### config.mk
export PLATFORM = sky130hd
export DESIGN_NAME = pool_engine_top
export DESIGN_NICKNAME = d
export VERILOG_FILES = /design/src/verilog/engine_pkg.sv /design/src/verilog/engine_ctrl.sv /design/src/verilog/window_counter.sv /design/src/verilog/pool_alu.sv /design/src/verilog/result_port.sv /design/src/verilog/pool_engine_top.sv
export SDC_FILE = /design/constraint.sdc
export NUM_CORES = 1
export LEC_CHECK = 0
export BUFFER_PORTS_ARGS = -buffer_cell sky130_fd_sc_hd__buf_2
export CAP_MARGIN = 20
export CORE_MARGIN = 10
export CORE_UTILIZATION = 30
export CTS_CLUSTER_SIZE = 8
export DETAILED_ROUTE_END_ITERATION = 10
export MAX_ROUTING_LAYER = met4
export PLACE_DENSITY = 0.54
export SETUP_SLACK_MARGIN = 0.2
export SYNTH_ARGS = -nofsm -noshare
export SYNTH_HDL_FRONTEND = slang
export SYNTH_HIERARCHICAL = 1
export SYNTH_SLANG_ARGS = --single-unit
### constraint.sdc
create_clock -name clk -period 8.37 [get_ports clk]
set_input_delay 1.2555 -clock clk [delete_from_list [all_inputs] [get_ports clk]]
set_output_delay 1.2555 -clock clk [all_outputs]
set_load 0.01 [all_outputs]
### src/verilog/engine_pkg.sv
`default_nettype none

package engine_pkg;

	localparam int SAMPLE_W = 16;
	localparam int ADDR_W = 30;
	localparam int SIDE_W = 8;
	localparam int KERN_W = 4;
	// Headroom for 15x15 full scale samples
	localparam int ACC_W = 24;

	typedef logic signed [SAMPLE_W-1:0] sample_t;
	typedef logic [ADDR_W-1:0] addr_t;
	typedef logic [SIDE_W-1:0] side_t;
	typedef logic [KERN_W-1:0] kern_t;
	typedef logic signed [ACC_W-1:0] acc_t;

	// Saturation limits of a sample
	localparam sample_t SAMPLE_MAX = {1'b0, {(SAMPLE_W-1){1'b1}}};
	localparam sample_t SAMPLE_MIN = {1'b1, {(SAMPLE_W-1){1'b0}}};

	typedef enum logic {
		POOL_MAX = 1'b0,
		POOL_SUM = 1'b1
	} pool_op_e;

	typedef enum logic [2:0] {
		ST_IDLE   = 3'd0,
		ST_READ   = 3'd1,
		ST_WAIT   = 3'd2,
		ST_REDUCE = 3'd3,
		ST_WRITE  = 3'd4,
		ST_DONE   = 3'd5
	} ctrl_state_e;

	typedef struct packed {
		pool_op_e op;
		side_t    i_side;
		side_t    o_side;
		kern_t    kernel;
		kern_t    stride;
		addr_t    data_addr;
		addr_t    result_addr;
	} engine_cmd_t;

endpackage

`default_nettype wire

### src/verilog/engine_ctrl.sv
`default_nettype none

module engine_ctrl (
	input  wire                          clk,
	input  wire                          i_rst_n,
	input  wire                          i_start,
	input  wire engine_pkg::engine_cmd_t i_cmd,
	input  wire                          i_rd_we,
	input  wire                          i_kern_last,
	input  wire                          i_pos_last,
	input  wire                          i_res_taken,
	output engine_pkg::engine_cmd_t      o_cmd,
	output logic                         o_busy,
	output logic                         o_done,
	output logic                         o_rd_en,
	output logic                         o_cnt_clear,
	output logic                         o_kern_step,
	output logic                         o_pos_step,
	output logic                         o_acc_clear,
	output logic                         o_acc_load,
	output logic                         o_res_load
);

	engine_pkg::ctrl_state_e state_q;
	engine_pkg::ctrl_state_e state_d;
	logic start_ok;
	logic rd_resp;
	logic wr_done;

	assign start_ok = (state_q == engine_pkg::ST_IDLE) && i_start;
	assign rd_resp = (state_q == engine_pkg::ST_READ) && i_rd_we;
	assign wr_done = (state_q == engine_pkg::ST_WRITE) && i_res_taken;

	// Command is held for the whole run
	always_ff @(posedge clk) begin
		if (start_ok) begin
			o_cmd <= i_cmd;
		end
	end

	always_ff @(posedge clk) begin
		if (!i_rst_n) begin
			state_q <= engine_pkg::ST_IDLE;
		end else begin
			state_q <= state_d;
		end
	end

	always_comb begin
		state_d = state_q;
		unique case (state_q)
			engine_pkg::ST_IDLE: begin
				if (i_start) begin
					state_d = engine_pkg::ST_WAIT;
				end
			end
			engine_pkg::ST_WAIT: begin
				state_d = engine_pkg::ST_READ;
			end
			engine_pkg::ST_READ: begin
				if (i_rd_we) begin
					state_d = i_kern_last ? engine_pkg::ST_REDUCE : engine_pkg::ST_WAIT;
				end
			end
			engine_pkg::ST_REDUCE: begin
				state_d = engine_pkg::ST_WRITE;
			end
			engine_pkg::ST_WRITE: begin
				if (i_res_taken) begin
					state_d = i_pos_last ? engine_pkg::ST_DONE : engine_pkg::ST_READ;
				end
			end
			engine_pkg::ST_DONE: begin
				state_d = engine_pkg::ST_IDLE;
			end
			default: begin
				state_d = engine_pkg::ST_IDLE;
			end
		endcase
	end

	assign o_busy = state_q != engine_pkg::ST_IDLE;
	assign o_done = state_q == engine_pkg::ST_DONE;
	assign o_rd_en = state_q == engine_pkg::ST_READ;
	assign o_cnt_clear = start_ok;
	assign o_kern_step = rd_resp;
	assign o_acc_load = rd_resp;
	assign o_res_load = state_q == engine_pkg::ST_REDUCE;
	// Next window starts right after the write is accepted
	assign o_pos_step = wr_done && !i_pos_last;
	assign o_acc_clear = start_ok || wr_done;

	a_no_start_busy: assert property (@(posedge clk) disable iff (!i_rst_n)
		o_busy |-> !i_start);

	// Read request is still up when the DMA answers
	a_rd_resp: assert property (@(posedge clk) disable iff (!i_rst_n)
		i_rd_we |-> o_rd_en);

endmodule

`default_nettype wire

### src/verilog/window_counter.sv
`default_nettype none

module window_counter (
	input  wire                          clk,
	input  wire                          i_rst_n,
	input  wire engine_pkg::engine_cmd_t i_cmd,
	input  wire                          i_clear,
	input  wire                          i_kern_step,
	input  wire                          i_pos_step,
	output logic                         o_kern_last,
	output logic                         o_pos_last,
	output engine_pkg::addr_t            o_rd_addr,
	output engine_pkg::addr_t            o_wr_addr
);

	engine_pkg::kern_t kx_q;
	engine_pkg::kern_t ky_q;
	engine_pkg::side_t ox_q;
	engine_pkg::side_t oy_q;
	engine_pkg::side_t col_base_q;
	engine_pkg::addr_t row_base_q;
	engine_pkg::addr_t out_row_base_q;
	engine_pkg::addr_t out_idx_q;
	engine_pkg::kern_t kern_max;
	engine_pkg::side_t pos_max;
	engine_pkg::addr_t row_stride;
	engine_pkg::addr_t col_addr;
	logic kx_last;
	logic ky_last;
	logic ox_last;

	// Stride times input side as shifted adds
	function automatic engine_pkg::addr_t stride_rows(engine_pkg::kern_t s,
			engine_pkg::side_t n);
		engine_pkg::addr_t sum;
		sum = '0;
		for (int b = 0; b < engine_pkg::KERN_W; b++) begin
			if (s[b]) begin
				sum = sum + (engine_pkg::addr_t'(n) << b);
			end
		end
		return sum;
	endfunction

	assign kern_max = i_cmd.kernel - engine_pkg::kern_t'(1);
	assign pos_max = i_cmd.o_side - engine_pkg::side_t'(1);
	assign row_stride = stride_rows(i_cmd.stride, i_cmd.i_side);

	assign kx_last = kx_q == kern_max;
	assign ky_last = ky_q == kern_max;
	assign ox_last = ox_q == pos_max;
	assign o_kern_last = kx_last && ky_last;
	assign o_pos_last = ox_last && (oy_q == pos_max);

	assign col_addr = engine_pkg::addr_t'(col_base_q) + engine_pkg::addr_t'(kx_q);
	assign o_rd_addr = i_cmd.data_addr + row_base_q + col_addr;
	assign o_wr_addr = i_cmd.result_addr + out_idx_q;

	always_ff @(posedge clk) begin
		if (!i_rst_n || i_clear) begin
			kx_q <= '0;
			ky_q <= '0;
			ox_q <= '0;
			oy_q <= '0;
			col_base_q <= '0;
			row_base_q <= '0;
			out_row_base_q <= '0;
			out_idx_q <= '0;
		end else if (i_kern_step) begin
			if (kx_last) begin
				kx_q <= '0;
				if (ky_last) begin
					// Back to the top row of this window
					ky_q <= '0;
					row_base_q <= out_row_base_q;
				end else begin
					ky_q <= ky_q + 4'd1;
					row_base_q <= row_base_q + engine_pkg::addr_t'(i_cmd.i_side);
				end
			end else begin
				kx_q <= kx_q + 4'd1;
			end
		end else if (i_pos_step) begin
			out_idx_q <= out_idx_q + 30'd1;
			if (ox_last) begin
				ox_q <= '0;
				oy_q <= oy_q + 8'd1;
				col_base_q <= '0;
				out_row_base_q <= out_row_base_q + row_stride;
				row_base_q <= out_row_base_q + row_stride;
			end else begin
				ox_q <= ox_q + 8'd1;
				col_base_q <= col_base_q + engine_pkg::side_t'(i_cmd.stride);
			end
		end
	end

endmodule

`default_nettype wire

### src/verilog/pool_alu.sv
`default_nettype none

module pool_alu (
	input  wire                       clk,
	input  wire                       i_rst_n,
	input  wire engine_pkg::pool_op_e i_op,
	input  wire                       i_clear,
	input  wire                       i_load,
	input  wire engine_pkg::sample_t  i_sample,
	output engine_pkg::sample_t       o_result
);

	engine_pkg::acc_t acc_q;
	engine_pkg::acc_t sample_ext;
	logic first_q;

	assign sample_ext = engine_pkg::acc_t'(i_sample);

	// First load of a window replaces the accumulator
	always_ff @(posedge clk) begin
		if (!i_rst_n) begin
			first_q <= 1'b1;
		end else if (i_clear) begin
			first_q <= 1'b1;
		end else if (i_load) begin
			first_q <= 1'b0;
		end
	end

	always_ff @(posedge clk) begin
		if (i_load) begin
			if (first_q) begin
				acc_q <= sample_ext;
			end else if (i_op == engine_pkg::POOL_MAX) begin
				if (sample_ext > acc_q) begin
					acc_q <= sample_ext;
				end
			end else begin
				acc_q <= acc_q + sample_ext;
			end
		end
	end

	// Only the sum can saturate
	always_comb begin
		if (i_op == engine_pkg::POOL_MAX) begin
			o_result = engine_pkg::sample_t'(acc_q);
		end else if (acc_q > engine_pkg::acc_t'(engine_pkg::SAMPLE_MAX)) begin
			o_result = engine_pkg::SAMPLE_MAX;
		end else if (acc_q < engine_pkg::acc_t'(engine_pkg::SAMPLE_MIN)) begin
			o_result = engine_pkg::SAMPLE_MIN;
		end else begin
			o_result = engine_pkg::sample_t'(acc_q);
		end
	end

endmodule

`default_nettype wire

### src/verilog/result_port.sv
`default_nettype none

module result_port (
	input  wire                      clk,
	input  wire                      i_rst_n,
	input  wire                      i_load,
	input  wire engine_pkg::sample_t i_result,
	input  wire engine_pkg::addr_t   i_addr,
	input  wire                      i_wr_re,
	output logic                     o_wr_en,
	output engine_pkg::addr_t        o_wr_addr,
	output engine_pkg::sample_t      o_wr_data,
	output logic                     o_taken
);

	always_ff @(posedge clk) begin
		if (i_load) begin
			o_wr_addr <= i_addr;
			o_wr_data <= i_result;
		end
	end

	always_ff @(posedge clk) begin
		if (!i_rst_n) begin
			o_wr_en <= 1'b0;
		end else if (i_load) begin
			o_wr_en <= 1'b1;
		end else if (i_wr_re) begin
			o_wr_en <= 1'b0;
		end
	end

	// Accept only counts while a write is pending
	assign o_taken = o_wr_en && i_wr_re;

	a_wr_stable: assert property (@(posedge clk) disable iff (!i_rst_n)
		o_wr_en && !i_wr_re |=> o_wr_en && $stable(o_wr_addr) && $stable(o_wr_data));

endmodule

`default_nettype wire

### src/verilog/pool_engine_top.sv
`default_nettype none

module pool_engine_top (
	input  wire                          clk,
	input  wire                          i_rst_n,
	input  wire                          i_start,
	input  wire engine_pkg::engine_cmd_t i_cmd,
	output logic                         o_busy,
	output logic                         o_done,
	output logic                         o_rd_en,
	output engine_pkg::addr_t            o_rd_addr,
	input  wire                          i_rd_we,
	input  wire engine_pkg::sample_t     i_rd_data,
	output logic                         o_wr_en,
	output engine_pkg::addr_t            o_wr_addr,
	output engine_pkg::sample_t          o_wr_data,
	input  wire                          i_wr_re
);

	wire engine_pkg::engine_cmd_t cmd;
	wire engine_pkg::addr_t wr_addr;
	wire engine_pkg::sample_t result;
	wire cnt_clear;
	wire kern_step;
	wire pos_step;
	wire kern_last;
	wire pos_last;
	wire acc_clear;
	wire acc_load;
	wire res_load;
	wire res_taken;

	engine_ctrl engine_ctrl_inst (
		.clk         (clk),
		.i_rst_n     (i_rst_n),
		.i_start     (i_start),
		.i_cmd       (i_cmd),
		.i_rd_we     (i_rd_we),
		.i_kern_last (kern_last),
		.i_pos_last  (pos_last),
		.i_res_taken (res_taken),
		.o_cmd       (cmd),
		.o_busy      (o_busy),
		.o_done      (o_done),
		.o_rd_en     (o_rd_en),
		.o_cnt_clear (cnt_clear),
		.o_kern_step (kern_step),
		.o_pos_step  (pos_step),
		.o_acc_clear (acc_clear),
		.o_acc_load  (acc_load),
		.o_res_load  (res_load)
	);

	window_counter window_counter_inst (
		.clk         (clk),
		.i_rst_n     (i_rst_n),
		.i_cmd       (cmd),
		.i_clear     (cnt_clear),
		.i_kern_step (kern_step),
		.i_pos_step  (pos_step),
		.o_kern_last (kern_last),
		.o_pos_last  (pos_last),
		.o_rd_addr   (o_rd_addr),
		.o_wr_addr   (wr_addr)
	);

	pool_alu pool_alu_inst (
		.clk      (clk),
		.i_rst_n  (i_rst_n),
		.i_op     (cmd.op),
		.i_clear  (acc_clear),
		.i_load   (acc_load),
		.i_sample (i_rd_data),
		.o_result (result)
	);

	result_port result_port_inst (
		.clk       (clk),
		.i_rst_n   (i_rst_n),
		.i_load    (res_load),
		.i_result  (result),
		.i_addr    (wr_addr),
		.i_wr_re   (i_wr_re),
		.o_wr_en   (o_wr_en),
		.o_wr_addr (o_wr_addr),
		.o_wr_data (o_wr_data),
		.o_taken   (res_taken)
	);

endmodule

`default_nettype wire

==> results.md, run 1 <==
- Die Ht: 279.6 microns
- Full die area: 78170 sq um
- Starting Density: 30.15%
- Top cells by area, synth: edfxtp_1 23%, ha_1 13%, dfxtp_1 13%
- Row cnt: 95
- CTS tree: built
- Area after DPL: 21970 sq um
- TritonCTS buffer count: 42
- Hold Vio Cnt, Final: 0
- Area Overhead vs Synth: 14.86%
- CORE AREA: 67040 sq um
- Outcome: finished clean
- Max IR drop VDD: 128.9 uV
- First-pass GRT wire length: 90380 microns
- Filler cell count: 6903
- Final routed DRC violation total: 0
- Share of Yosys cell area claimed by the top area cell type: 23.02%
- Sequential cell area fraction in the yosys report: 35.60%
- Dominant cell type by area after synthesis: edfxtp_1
- Clock buffer depth: 3
- Yosys reg bits: 282
- P per Cell Area: 168.9 nW/um^2
- Cell area after synthesis: 20220 sq um
- DRT Wirelength: 57430 microns
- Async S/R FF share, synth: 0%
- Max_slew headroom: 32.66%
- Clock insertion delay at the later pin of the skew report: 0.57 ns
- Worst EP arrival: 7.54 ns
- Total congestion overflow: 0
- Final instance area: 23220 sq um
- Actual transition at the worst max-transition pin: 1.008 ns
- Drt pass-1 iters: 5
- Initial DRC count: 1114
- Initial antenna violation count: 4
- Vias/cell: 5.205
- Clk slew on worst S/H paths: 0.05 ns
- Setup bufs post-CTS: 0
- Setup TNS: 0 ns
- Endpoints failing setup: 0
- Num ports: 186
- LEAKAGE: 9.483 nW
- DPL Wire Length: 42930 microns
- WS Path Type: flop to flop
- Root buf cell: clkbuf_16
- Final Max Tran Viols: 0
- Required @ worst endpoint: 8.87 ns
- Vias in the first global route: 16640
- Post-synth EDFFs: 155
- Largest net degree at the start of global routing: 62
- RSZ-0062 raised after global routing: no
- CTS Hold Bufs: 0
- Global-route usage over all layers: 14.59%
- Hold crit path type: flop to flop
- Main synth FF type: edfxtp_1
- Post-cts resize count: 0
- CTS H-tree lvls: 2
- Syn_area_per_cell: 9.390 sq um
- NumNets Final: 2642
- Layout cells sized above 1: 13.40%
- Post-Synthesis Cells: 2153
- Synthesis Warnings: 6
- Sinks on the clock net: 282
- Horiz. Die Dim: 279.6 microns
- GP Congestion: 0.9038
- Most common cell in the synthesized netlist: ha_1
- Drt wl/cell: 17.85 microns
- Max Cap Viol: 0
- Fin crit share: 84.13%
- Yosys cell types: 106
- DR vias: 16740
- Final worst path period need: 7.042 ns
- Most common library cells after synthesis: 206 x ha_1, 177 x nor2_1, 162 x a21oi_1, 156 x nand2_1, 155 x edfxtp_1
- Max Fclk: 0.1420 GHz
- Post-synth net total: 2485
- Port Buffer Count: 185
- Clock Skew: 0.01242 ns
- Detail Route Antenna Nets: 0
- CP startpoint kind: flop
- Crit Path Max Fanout: 12
- CP endpoint kind: flop
worst max-delay path, stage by stage (launching register included):
cell and delay [ns]:
edfxtp_1 0.55, and2_1 0.28, ha_1 0.30, a211o_1 0.33
o21ai_0 0.16, a21boi_0 0.10, o21ai_0 0.27, nand2b_1 0.11
xnor2_1 0.12, o21ai_0 0.32, ha_1 0.34, a21oi_1 0.22
xor2_1 0.18, nor2_1 0.06, a311o_1 0.35, ha_1 0.22
a21o_1 0.16, a31oi_1 0.22, xnor2_1 0.11, nand2_1 0.07
o311ai_0 0.17, ha_1 0.40, and4_1 0.20, nand3_1 0.38
a211oi_2 0.60, and4_1 0.27, mux2_2 0.33, a21oi_1 0.13
state kept, by name, summed over array words and instances, names as in the netlist:
| signal | cells |
|---|---|
| engine_ctrl_inst/o_cmd | 85 |
| result_port_inst/o_wr_addr | 30 |
| window_counter_inst/out_idx_q | 30 |
| window_counter_inst/out_row_base_q | 30 |
| window_counter_inst/row_base_q | 30 |
| pool_alu_inst/acc_q | 24 |
| result_port_inst/o_wr_data | 16 |
| window_counter_inst/col_base_q | 8 |
| window_counter_inst/ox_q | 8 |
| window_counter_inst/oy_q | 8 |
| window_counter_inst/kx_q | 4 |
| window_counter_inst/ky_q | 4 |
| engine_ctrl_inst/state_q | 3 |
| pool_alu_inst/first_q | 1 |
| result_port_inst/o_wr_en | 1 |
cells in the final DEF, fill, tap and decap left out, drive strengths merged, types with 16 or more instances in the layout:
cell type  netlist  final
edfxtp         155    155
o211ai          21     21
o21a            20     20
xor2            72     72
fa              20     20
nand2b          29     29
nand4           44     44
and3            25     25
nor3            51     51
xnor2          124    124
or3             17     17
nand3           61     61
dfxtp          127    127
o21ai           99     99
buf             31    203
clkbuf          59     72
o31ai           25     25
nand2          157    157
nor2           180    180
nor2b           25     25
nor4            29     29
ha             206    206
a21o            59     59
o21bai          16     16
a211oi          30     30
a21oi          163    163
inv            112    114
through the flow:
step	setup WS [ns]	utilization, %	power, W	std cells	hold slack (ns)
final	1.328	34.64	0.003921	3217	0.4798
after global routing	0.7142	34.64	0.004136	3217	0.4942
after CTS	1.366	34.63	0.003991	3216	0.4820
after detailed placement	1.413	32.78	0.002323	3139	0.4724
after global placement	1.622	32.78	0.002307	3139	0.4612
after floorplan	1.848	-	0.002113	2153	0.4410
final cells by class:
cell class	instances	area (sq um)	area share, %
Antenna cell	1	2.502	0.01078
Clock buffer	72	1174	5.054
Clock inverter	5	68.82	0.2964
Inverter	114	427.9	1.843
Multi-Input combinational cell	1667	12200	52.53
Sequential cell	282	7197	30.99
Tap cell	873	1092	4.704
Timing Repair Buffer	203	1061	4.569
logic make-up after synthesis:
group | share of synthesized area, %
adder cells (fa/ha/maj) | 14.73
flip-flops | 35.60
XOR/XNOR | 9.086
multiplexers | 1.065
AND/OR/NAND/NOR | 17.28
buffers and inverters | 4.233
AO/OA/AOI/OAI | 18.00
final timing paths:
check	start	end	slack (ns)	cells after the start
max reg2reg	engine_ctrl_inst/o_cmd[78]	window_counter_inst/row_base_q[29]	1.33	27
min	window_counter_inst/ky_q[3]	window_counter_inst/ky_q[3]	0.48	2
max	engine_ctrl_inst/o_cmd[78]	window_counter_inst/row_base_q[29]	1.33	27
min reg2reg	window_counter_inst/ky_q[3]	window_counter_inst/ky_q[3]	0.48	2
where the power goes:
part,internal [W],total [W],switching [W]
logic,0.000294,0.000726,0.000432
registers,0.00153,0.00157,0.0000441
clock network,0.000955,0.00162,0.000670
per-layer routing:
layer,track usage (%),up-vias,wire (microns)
met1,17.64,8078,25540
li1,-,8209,-
met3,2.371,76,2535
met4,3.964,0,1229
met2,24.85,381,28120
met5,-,-,0
Note: power is estimated with default switching activity, not from simulation.
==> inputs of run 2 (changes only) <==
==> constraint.sdc (replaced) <==
create_clock -name clk -period 6.9 [get_ports clk]
set_input_delay 1.035 -clock clk [delete_from_list [all_inputs] [get_ports clk]]
set_output_delay 1.035 -clock clk [all_outputs]
set_load 0.01 [all_outputs]
==> results.md, run 2 (same netlist as run 1, synthesis figures left out) <==
- DR vias: 16760 (+0.084%)
- Slowest stage delay, CP: 0.44 ns (-0.16 ns)
- Max Fclk: 0.1571 GHz (+11%)
- Commonest non-fill, non-tap cell in the layout: ha_1
- Drt wl/cell: 17.75 microns (-0.55%)
- Clock buffer depth: 3 (unchanged)
- Layout cells sized above 1: 14.33% (+0.93 points)
- Endpoints failing setup: 0 (unchanged)
- GP Congestion: 0.8955 (-0.92%)
- Drt pass-1 iters: 5 (unchanged)
- Area after DPL: 22010 sq um (+0.17%)
- Crit Path Max Fanout: 6 (-6)
- NumNets Final: 2651 (+0.34%)
- WS Path Type: flop to flop
- Combinational Power Share: 19.1% (+0.6 points)
- Final instance area: 23430 sq um (+0.91%)
- Die Ht: 279.6 microns (unchanged)
- CORE AREA: 67040 sq um (unchanged)
- Met1 Wirelength: 25310 microns (-0.90%)
- Global-route usage over all layers: 14.52% (-0.066 points)
- Largest net degree at the start of global routing: 62 (unchanged)
- Met3 Wirelength: 2250 microns (-11%)
- Worst EP arrival: 6.85 ns (-0.69 ns)
- Antenna diodes: 0 (-1)
- Root buf cell: clkbuf_16
- Initial antenna violation count: 3 (-1)
- Fin crit share: 92.24% (+8.1 points)
- Clock Skew: 0.02049 ns (+0.008065 ns)
- Sinks on the clock net: 282 (unchanged)
- FF-to-FF End: window_counter_inst/row_base_q[29]
- Final Util: 34.95% (+0.31 points)
- Area Overhead vs Synth: 15.90%
- Port Buffer Count: 185 (unchanged)
- CP endpoint kind: flop
- Net Sw Frac: 29.09% (-0.13 points)
- Max reg flops: 85 (unchanged)
- Full die area: 78170 sq um (unchanged)
- CTS Hold Bufs: 0 (unchanged)
- Critical path buffers and inverters: 1 (+1)
- Outcome: finished clean
- CTS tree: built
- WHS Path Cells: 2 (unchanged)
- First-pass GRT wire length: 90060 microns (-0.36%)
- Final worst path period need: 6.364 ns (-0.6773 ns)
- Largest Register: engine_ctrl_inst/o_cmd
- Worst Reg-to-Reg Cells: 27 (unchanged)
- Num ports: 186 (unchanged)
- Vias/cell: 5.198 (-0.13%)
- Hold Vio Cnt, Final: 0 (unchanged)
- Hold crit path type: flop to flop
- RSZ-0062 raised after global routing: no
- Top Layer Used: met4
- Max Cap Viol: 0 (unchanged)
- Pwr Total: 0.004802 W (+22%)
- Reg power frac: 39.6% (-0.5 points)
- P_sw: 0.001397 W (+22%)
- Setup TNS: 0 ns (unchanged)
- Hold slack final: 0.4722 ns (-0.007595 ns)
- Clock insertion delay at the later pin of the skew report: 0.57 ns (about the same)
- DPL Wire Length: 42460 microns (-1.1%)
- TritonCTS buffer count: 42 (unchanged)
- Final routed DRC violation total: 0 (unchanged)
- CP delay by family, top: compound AO/OA/AOI/OAI gates
- Required @ worst endpoint: 7.38 ns (-1.49 ns)
- Total congestion overflow: 0 (unchanged)
- Int Pwr: 0.003405 W (+23%)
- Flop2flop setup slack: 0.54 ns (-0.79 ns)
- Initial DRC count: 1048 (-5.9%)
- Row cnt: 95 (unchanged)
- P per Cell Area: 204.9 nW/um^2 (+21%)
- Detail Route Antenna Nets: 0 (unchanged)
- CP startpoint kind: flop
- Crit-path slowest cell: edfxtp_1
- Final Max Tran Viols: 0 (unchanged)
- Vias in the first global route: 16590 (-0.27%)
- Worst Hold Launch: window_counter_inst/ky_q[3]
- Actual transition at the worst max-transition pin: 1.052 ns (+0.04454 ns)
- Starting Density: 30.15% (unchanged)
- WL met2: 28930 microns (+2.9%)
- LEAKAGE: 9.545 nW (+0.65%)
- FF-to-FF Start: engine_ctrl_inst/o_cmd[60]
- Max IR drop VDD: 138.6 uV (+7.5%)
- Filler cell count: 6953 (+0.72%)
- Power share of the clock group: 41.4% (about the same)
- End of the worst hold path: window_counter_inst/ky_q[3]
- Max_slew headroom: 29.57% (-3.1 points)
- DRT Wirelength: 57230 microns (-0.33%)
- Commonest cells after routing, fill and taps aside: 203 x ha_1, 186 x buf_2, 177 x nor2_1
- Clk slew on worst S/H paths: 0.05 ns (about the same)
- Horiz. Die Dim: 279.6 microns (unchanged)
- CTS H-tree lvls: 2 (unchanged)
[run 2: timing repair]
| item | in CTS | in global routing |
|---|---|---|
| pin swaps | 0 | 8 |
| buffers inserted | 0 | 5 |
| setup endpoints to repair | 1 | 22 |
| cloned | 0 | 1 |
| gates resized for setup | 1 | 20 |
[run 2: power groups by stage]
| stage | Clock [W] | Combinational, W | Sequential, W |
|---|---|---|---|
| after detailed placement | 0 | 0.000880 | 0.00194 |
| after floorplan | 0 | 0.000645 | 0.00192 |
| final | 0.00199 | 0.000915 | 0.00190 |
| after CTS | 0.00207 | 0.000888 | 0.00190 |
| after global routing | 0.00214 | 0.00102 | 0.00191 |
| after global placement | 0 | 0.000866 | 0.00194 |
[run 2: cell type report]
| type | count | area [sq um] | area share, % |
|---|---|---|---|
| Multi-Input combinational cell | 1667 | 12300 | 52.50 |
| Sequential cell | 282 | 7197 | 30.72 |
| Clock buffer | 72 | 1194 | 5.094 |
| Timing Repair Buffer | 212 | 1155 | 4.929 |
| Tap cell | 873 | 1092 | 4.662 |
| Inverter | 114 | 427.9 | 1.826 |
| Clock inverter | 4 | 63.81 | 0.2723 |
[run 2: worst min-delay path, cell delays in order (launching register included)]
cell	delay (ns)
dfxtp_1	0.32
nand2_1	0.06
a21oi_1	0.05
[run 2: worst max-delay path by stage]
stage	from	end	slack (ns)	cells past startpoint
6_report	engine_ctrl_inst/o_cmd[60]	window_counter_inst/row_base_q[29]	0.54	27
3_5_place_dp	engine_ctrl_inst/o_cmd[60]	window_counter_inst/row_base_q[29]	0.23	28
3_3_place_gp	engine_ctrl_inst/o_cmd[60]	window_counter_inst/row_base_q[29]	0.32	28
5_1_grt	engine_ctrl_inst/o_cmd[60]	window_counter_inst/row_base_q[23]	0.24	32
2_1_floorplan	engine_ctrl_inst/o_cmd[60]	window_counter_inst/row_base_q[29]	0.38	28
4_1_cts	engine_ctrl_inst/o_cmd[60]	window_counter_inst/row_base_q[23]	0.25	27
[run 2: through the flow]
step                instances  setup slack [ns]
finish                   3224            0.5357
global route             3224            0.2374
CTS                      3218            0.2481
detailed placement       3142            0.2254
global placement         3142            0.3233
floorplan                2153            0.3776
[run 2: routing by layer]
metal	global-route usage, %	up-vias
met4	2.883	0
li1	-	8232
met2	25.61	361
met1	17.33	8113
met3	2.221	52
met5	-	-
==> inputs of run 3 (changes only) <==
--- a/config.mk
+++ b/config.mk
@@ -7,11 +7,11 @@
 export LEC_CHECK = 0
 export BUFFER_PORTS_ARGS = -buffer_cell sky130_fd_sc_hd__buf_2
 export CAP_MARGIN = 20
+export CORE_ASPECT_RATIO = 0.8
 export CORE_MARGIN = 10
 export CORE_UTILIZATION = 30
 export CTS_CLUSTER_SIZE = 8
 export DETAILED_ROUTE_END_ITERATION = 10
-export MAX_ROUTING_LAYER = met4
 export PLACE_DENSITY = 0.54
 export SETUP_SLACK_MARGIN = 0.2
 export SYNTH_ARGS = -nofsm -noshare
==> constraint.sdc (replaced) <==
create_clock -name clk -period 7.1 [get_ports clk]
set_input_delay 1.065 -clock clk [delete_from_list [all_inputs] [get_ports clk]]
set_output_delay 1.065 -clock clk [all_outputs]
set_load 0.01 [all_outputs]
==> results.md, run 3 (same netlist as run 1, synthesis figures left out) <==
- Outcome: finished clean
- Max Fclk: 0.1541 GHz (-1.9%)
- Total congestion overflow: 0 (unchanged)
- LEAKAGE: 9.539 nW (about the same)
- Full die area: 78230 sq um (about the same)
- Crit-path slowest cell: edfxtp_1
- Endpoints failing setup: 0 (unchanged)
- Hold Vio Cnt, Final: 0 (unchanged)
- Commonest non-fill, non-tap cell in the layout: ha_1
- Largest Register: engine_ctrl_inst/o_cmd
- Initial antenna violation count: 3 (unchanged)
- Sinks on the clock net: 282 (unchanged)
- Hold crit path type: flop to flop
- RSZ-0062 raised after global routing: yes
- CTS Hold Bufs: 0 (unchanged)
- Filler cell count: 6807 (-2.1%)
- NumNets Final: 2648 (-0.11%)
- Max Cap Viol: 0 (unchanged)
- GP Congestion: 0.8736 (-2.4%)
- Initial DRC count: 1058 (+0.95%)
- Final worst path period need: 6.489 ns (+0.1245 ns)
- Hold slack final: 0.4793 ns (+0.007075 ns)
- Detail Route Antenna Nets: 0 (unchanged)
- Clock insertion delay at the later pin of the skew report: 0.57 ns (about the same)
- Final Max Tran Viols: 0 (unchanged)
- Drt pass-1 iters: 5 (unchanged)
- DPL Wire Length: 43060 microns (+1.4%)
- Actual transition at the worst max-transition pin: 1.035 ns (-0.01692 ns)
- Vias/cell: 5.223 (+0.49%)
- Drt wl/cell: 17.91 microns (+0.87%)
- Port Buffer Count: 185 (unchanged)
- CTS tree: built
- Horiz. Die Dim: 310.2 microns (+11%)
- Slowest stage delay, CP: 0.44 ns (about the same)
- CP startpoint kind: flop
- Num ports: 186 (unchanged)
- Required @ worst endpoint: 7.59 ns (+0.21 ns)
- Clock Skew: 0.03127 ns (+0.01078 ns)
- Starting Density: 30.17% (about the same)
- Sequential Area: 7197 sq um (unchanged)
- Final routed DRC violation total: 0 (unchanged)
- Clock buffer depth: 3 (unchanged)
- Max reg flops: 85 (unchanged)
- Worst EP arrival: 6.98 ns (+0.13 ns)
- DR vias: 16810 (+0.30%)
- CP endpoint kind: flop
- TritonCTS buffer count: 42 (unchanged)
- Antenna diodes: 0 (unchanged)
- WS Path Type: flop to flop
- Commonest cells after routing, fill and taps aside: 206 x ha_1, 185 x buf_2, 177 x nor2_1
- Layout cells sized above 1: 13.97% (-0.36 points)
- P per Cell Area: 201.1 nW/um^2 (-1.9%)
- Vias in the first global route: 16670 (+0.48%)
- Root buf cell: clkbuf_16
- First-pass GRT wire length: 91400 microns (+1.5%)
- Die Ht: 252.2 microns (-9.8%)
- Multi-input logic area: 12240 sq um (-0.53%)
- CTS H-tree lvls: 2 (unchanged)
- Row cnt: 85 (-11%)
- DRT Wirelength: 57630 microns (+0.69%)
- Crit Path Max Fanout: 10 (+4)
- Max_slew headroom: 30.89% (+1.3 points)
- CORE AREA: 67000 sq um (about the same)
- Max IR drop VDD: 133.5 uV (-3.7%)
- Clk slew on worst S/H paths: 0.05 ns (about the same)
- Global-route usage over all layers: 14.37% (-0.15 points)
- Fin crit share: 91.39% (-0.84 points)
- Setup TNS: 0 ns (unchanged)
- Area Overhead vs Synth: 15.41%
- Largest net degree at the start of global routing: 66 (+6.5%)
==> run 3: routing by layer <==
layer / up-vias / GRT usage (%) / wire length [microns]
li1: 8206 / - / -
met1: 8118 / 20.30 / 28180
met2: 410 / 21.98 / 25180
met3: 74 / 2.620 / 3164
met4: 0 / 4.117 / 1094
met5: - / 0 / 0
==> run 3: worst paths after layout <==
check	from	to	slack [ns]	cells after the start
worst min-delay path	window_counter_inst/ky_q[3]	window_counter_inst/ky_q[3]	0.48	2
worst max-delay path	engine_ctrl_inst/o_cmd[60]	window_counter_inst/row_base_q[29]	0.61	28
worst max register to register	engine_ctrl_inst/o_cmd[60]	window_counter_inst/row_base_q[29]	0.61	28
worst min register to register	window_counter_inst/ky_q[3]	window_counter_inst/ky_q[3]	0.48	2
==> run 3: worst max-delay path, delay by kind of cell (launching register included) <==
| family | cells | cell delay, ns |
|---|---|---|
| flip-flops | 1 | 0.44 |
| XOR/XNOR | 3 | 0.39 |
| AND/OR/NAND/NOR | 5 | 0.95 |
| multiplexers | 2 | 0.55 |
| buffers and inverters | 1 | 0.21 |
| adder cells (fa/ha/maj) | 4 | 1.30 |
| AO/OA/AOI/OAI | 13 | 2.59 |
==> run 3: per-stage QoR <==
step           cells  instance area, sq um  total power (W)  utilization [%]  setup slack [ns]
5_1_grt         3218                 23330         0.004943            34.82            0.1905
3_3_place_gp    3139                 21990         0.002723            32.81            0.5215
4_1_cts         3215                 23260         0.004758            34.72            0.3987
3_5_place_dp    3139                 21990         0.002740            32.81            0.4189
6_report        3218                 23330         0.004692            34.82            0.6111
2_1_floorplan   2153                 20220         0.002491                -            0.5776
==> run 3: area by class of cell <==
class,instances,share of cell area [%]
Multi-Input combinational cell,1667,52.44
Sequential cell,282,30.85
Clock buffer,74,5.427
Timing Repair Buffer,209,4.741
Tap cell,870,4.666
Inverter,114,1.834
Clock inverter,2,0.04290
==> run 3: timing repair <==
item / in CTS / in global routing
gates resized for setup: 0 / 9
buffers inserted: 0 / 3
setup endpoints to repair: 0 / 17
==> run 3: power breakdown <==
group | total, W | internal [W] | switching (W) | leakage (nW)
combinational | 0.000882 | 0.000357 | 0.000524 | 6.46
clock | 0.00196 | 0.00120 | 0.000765 | 0.614
sequential | 0.00185 | 0.00180 | 0.0000491 | 2.46
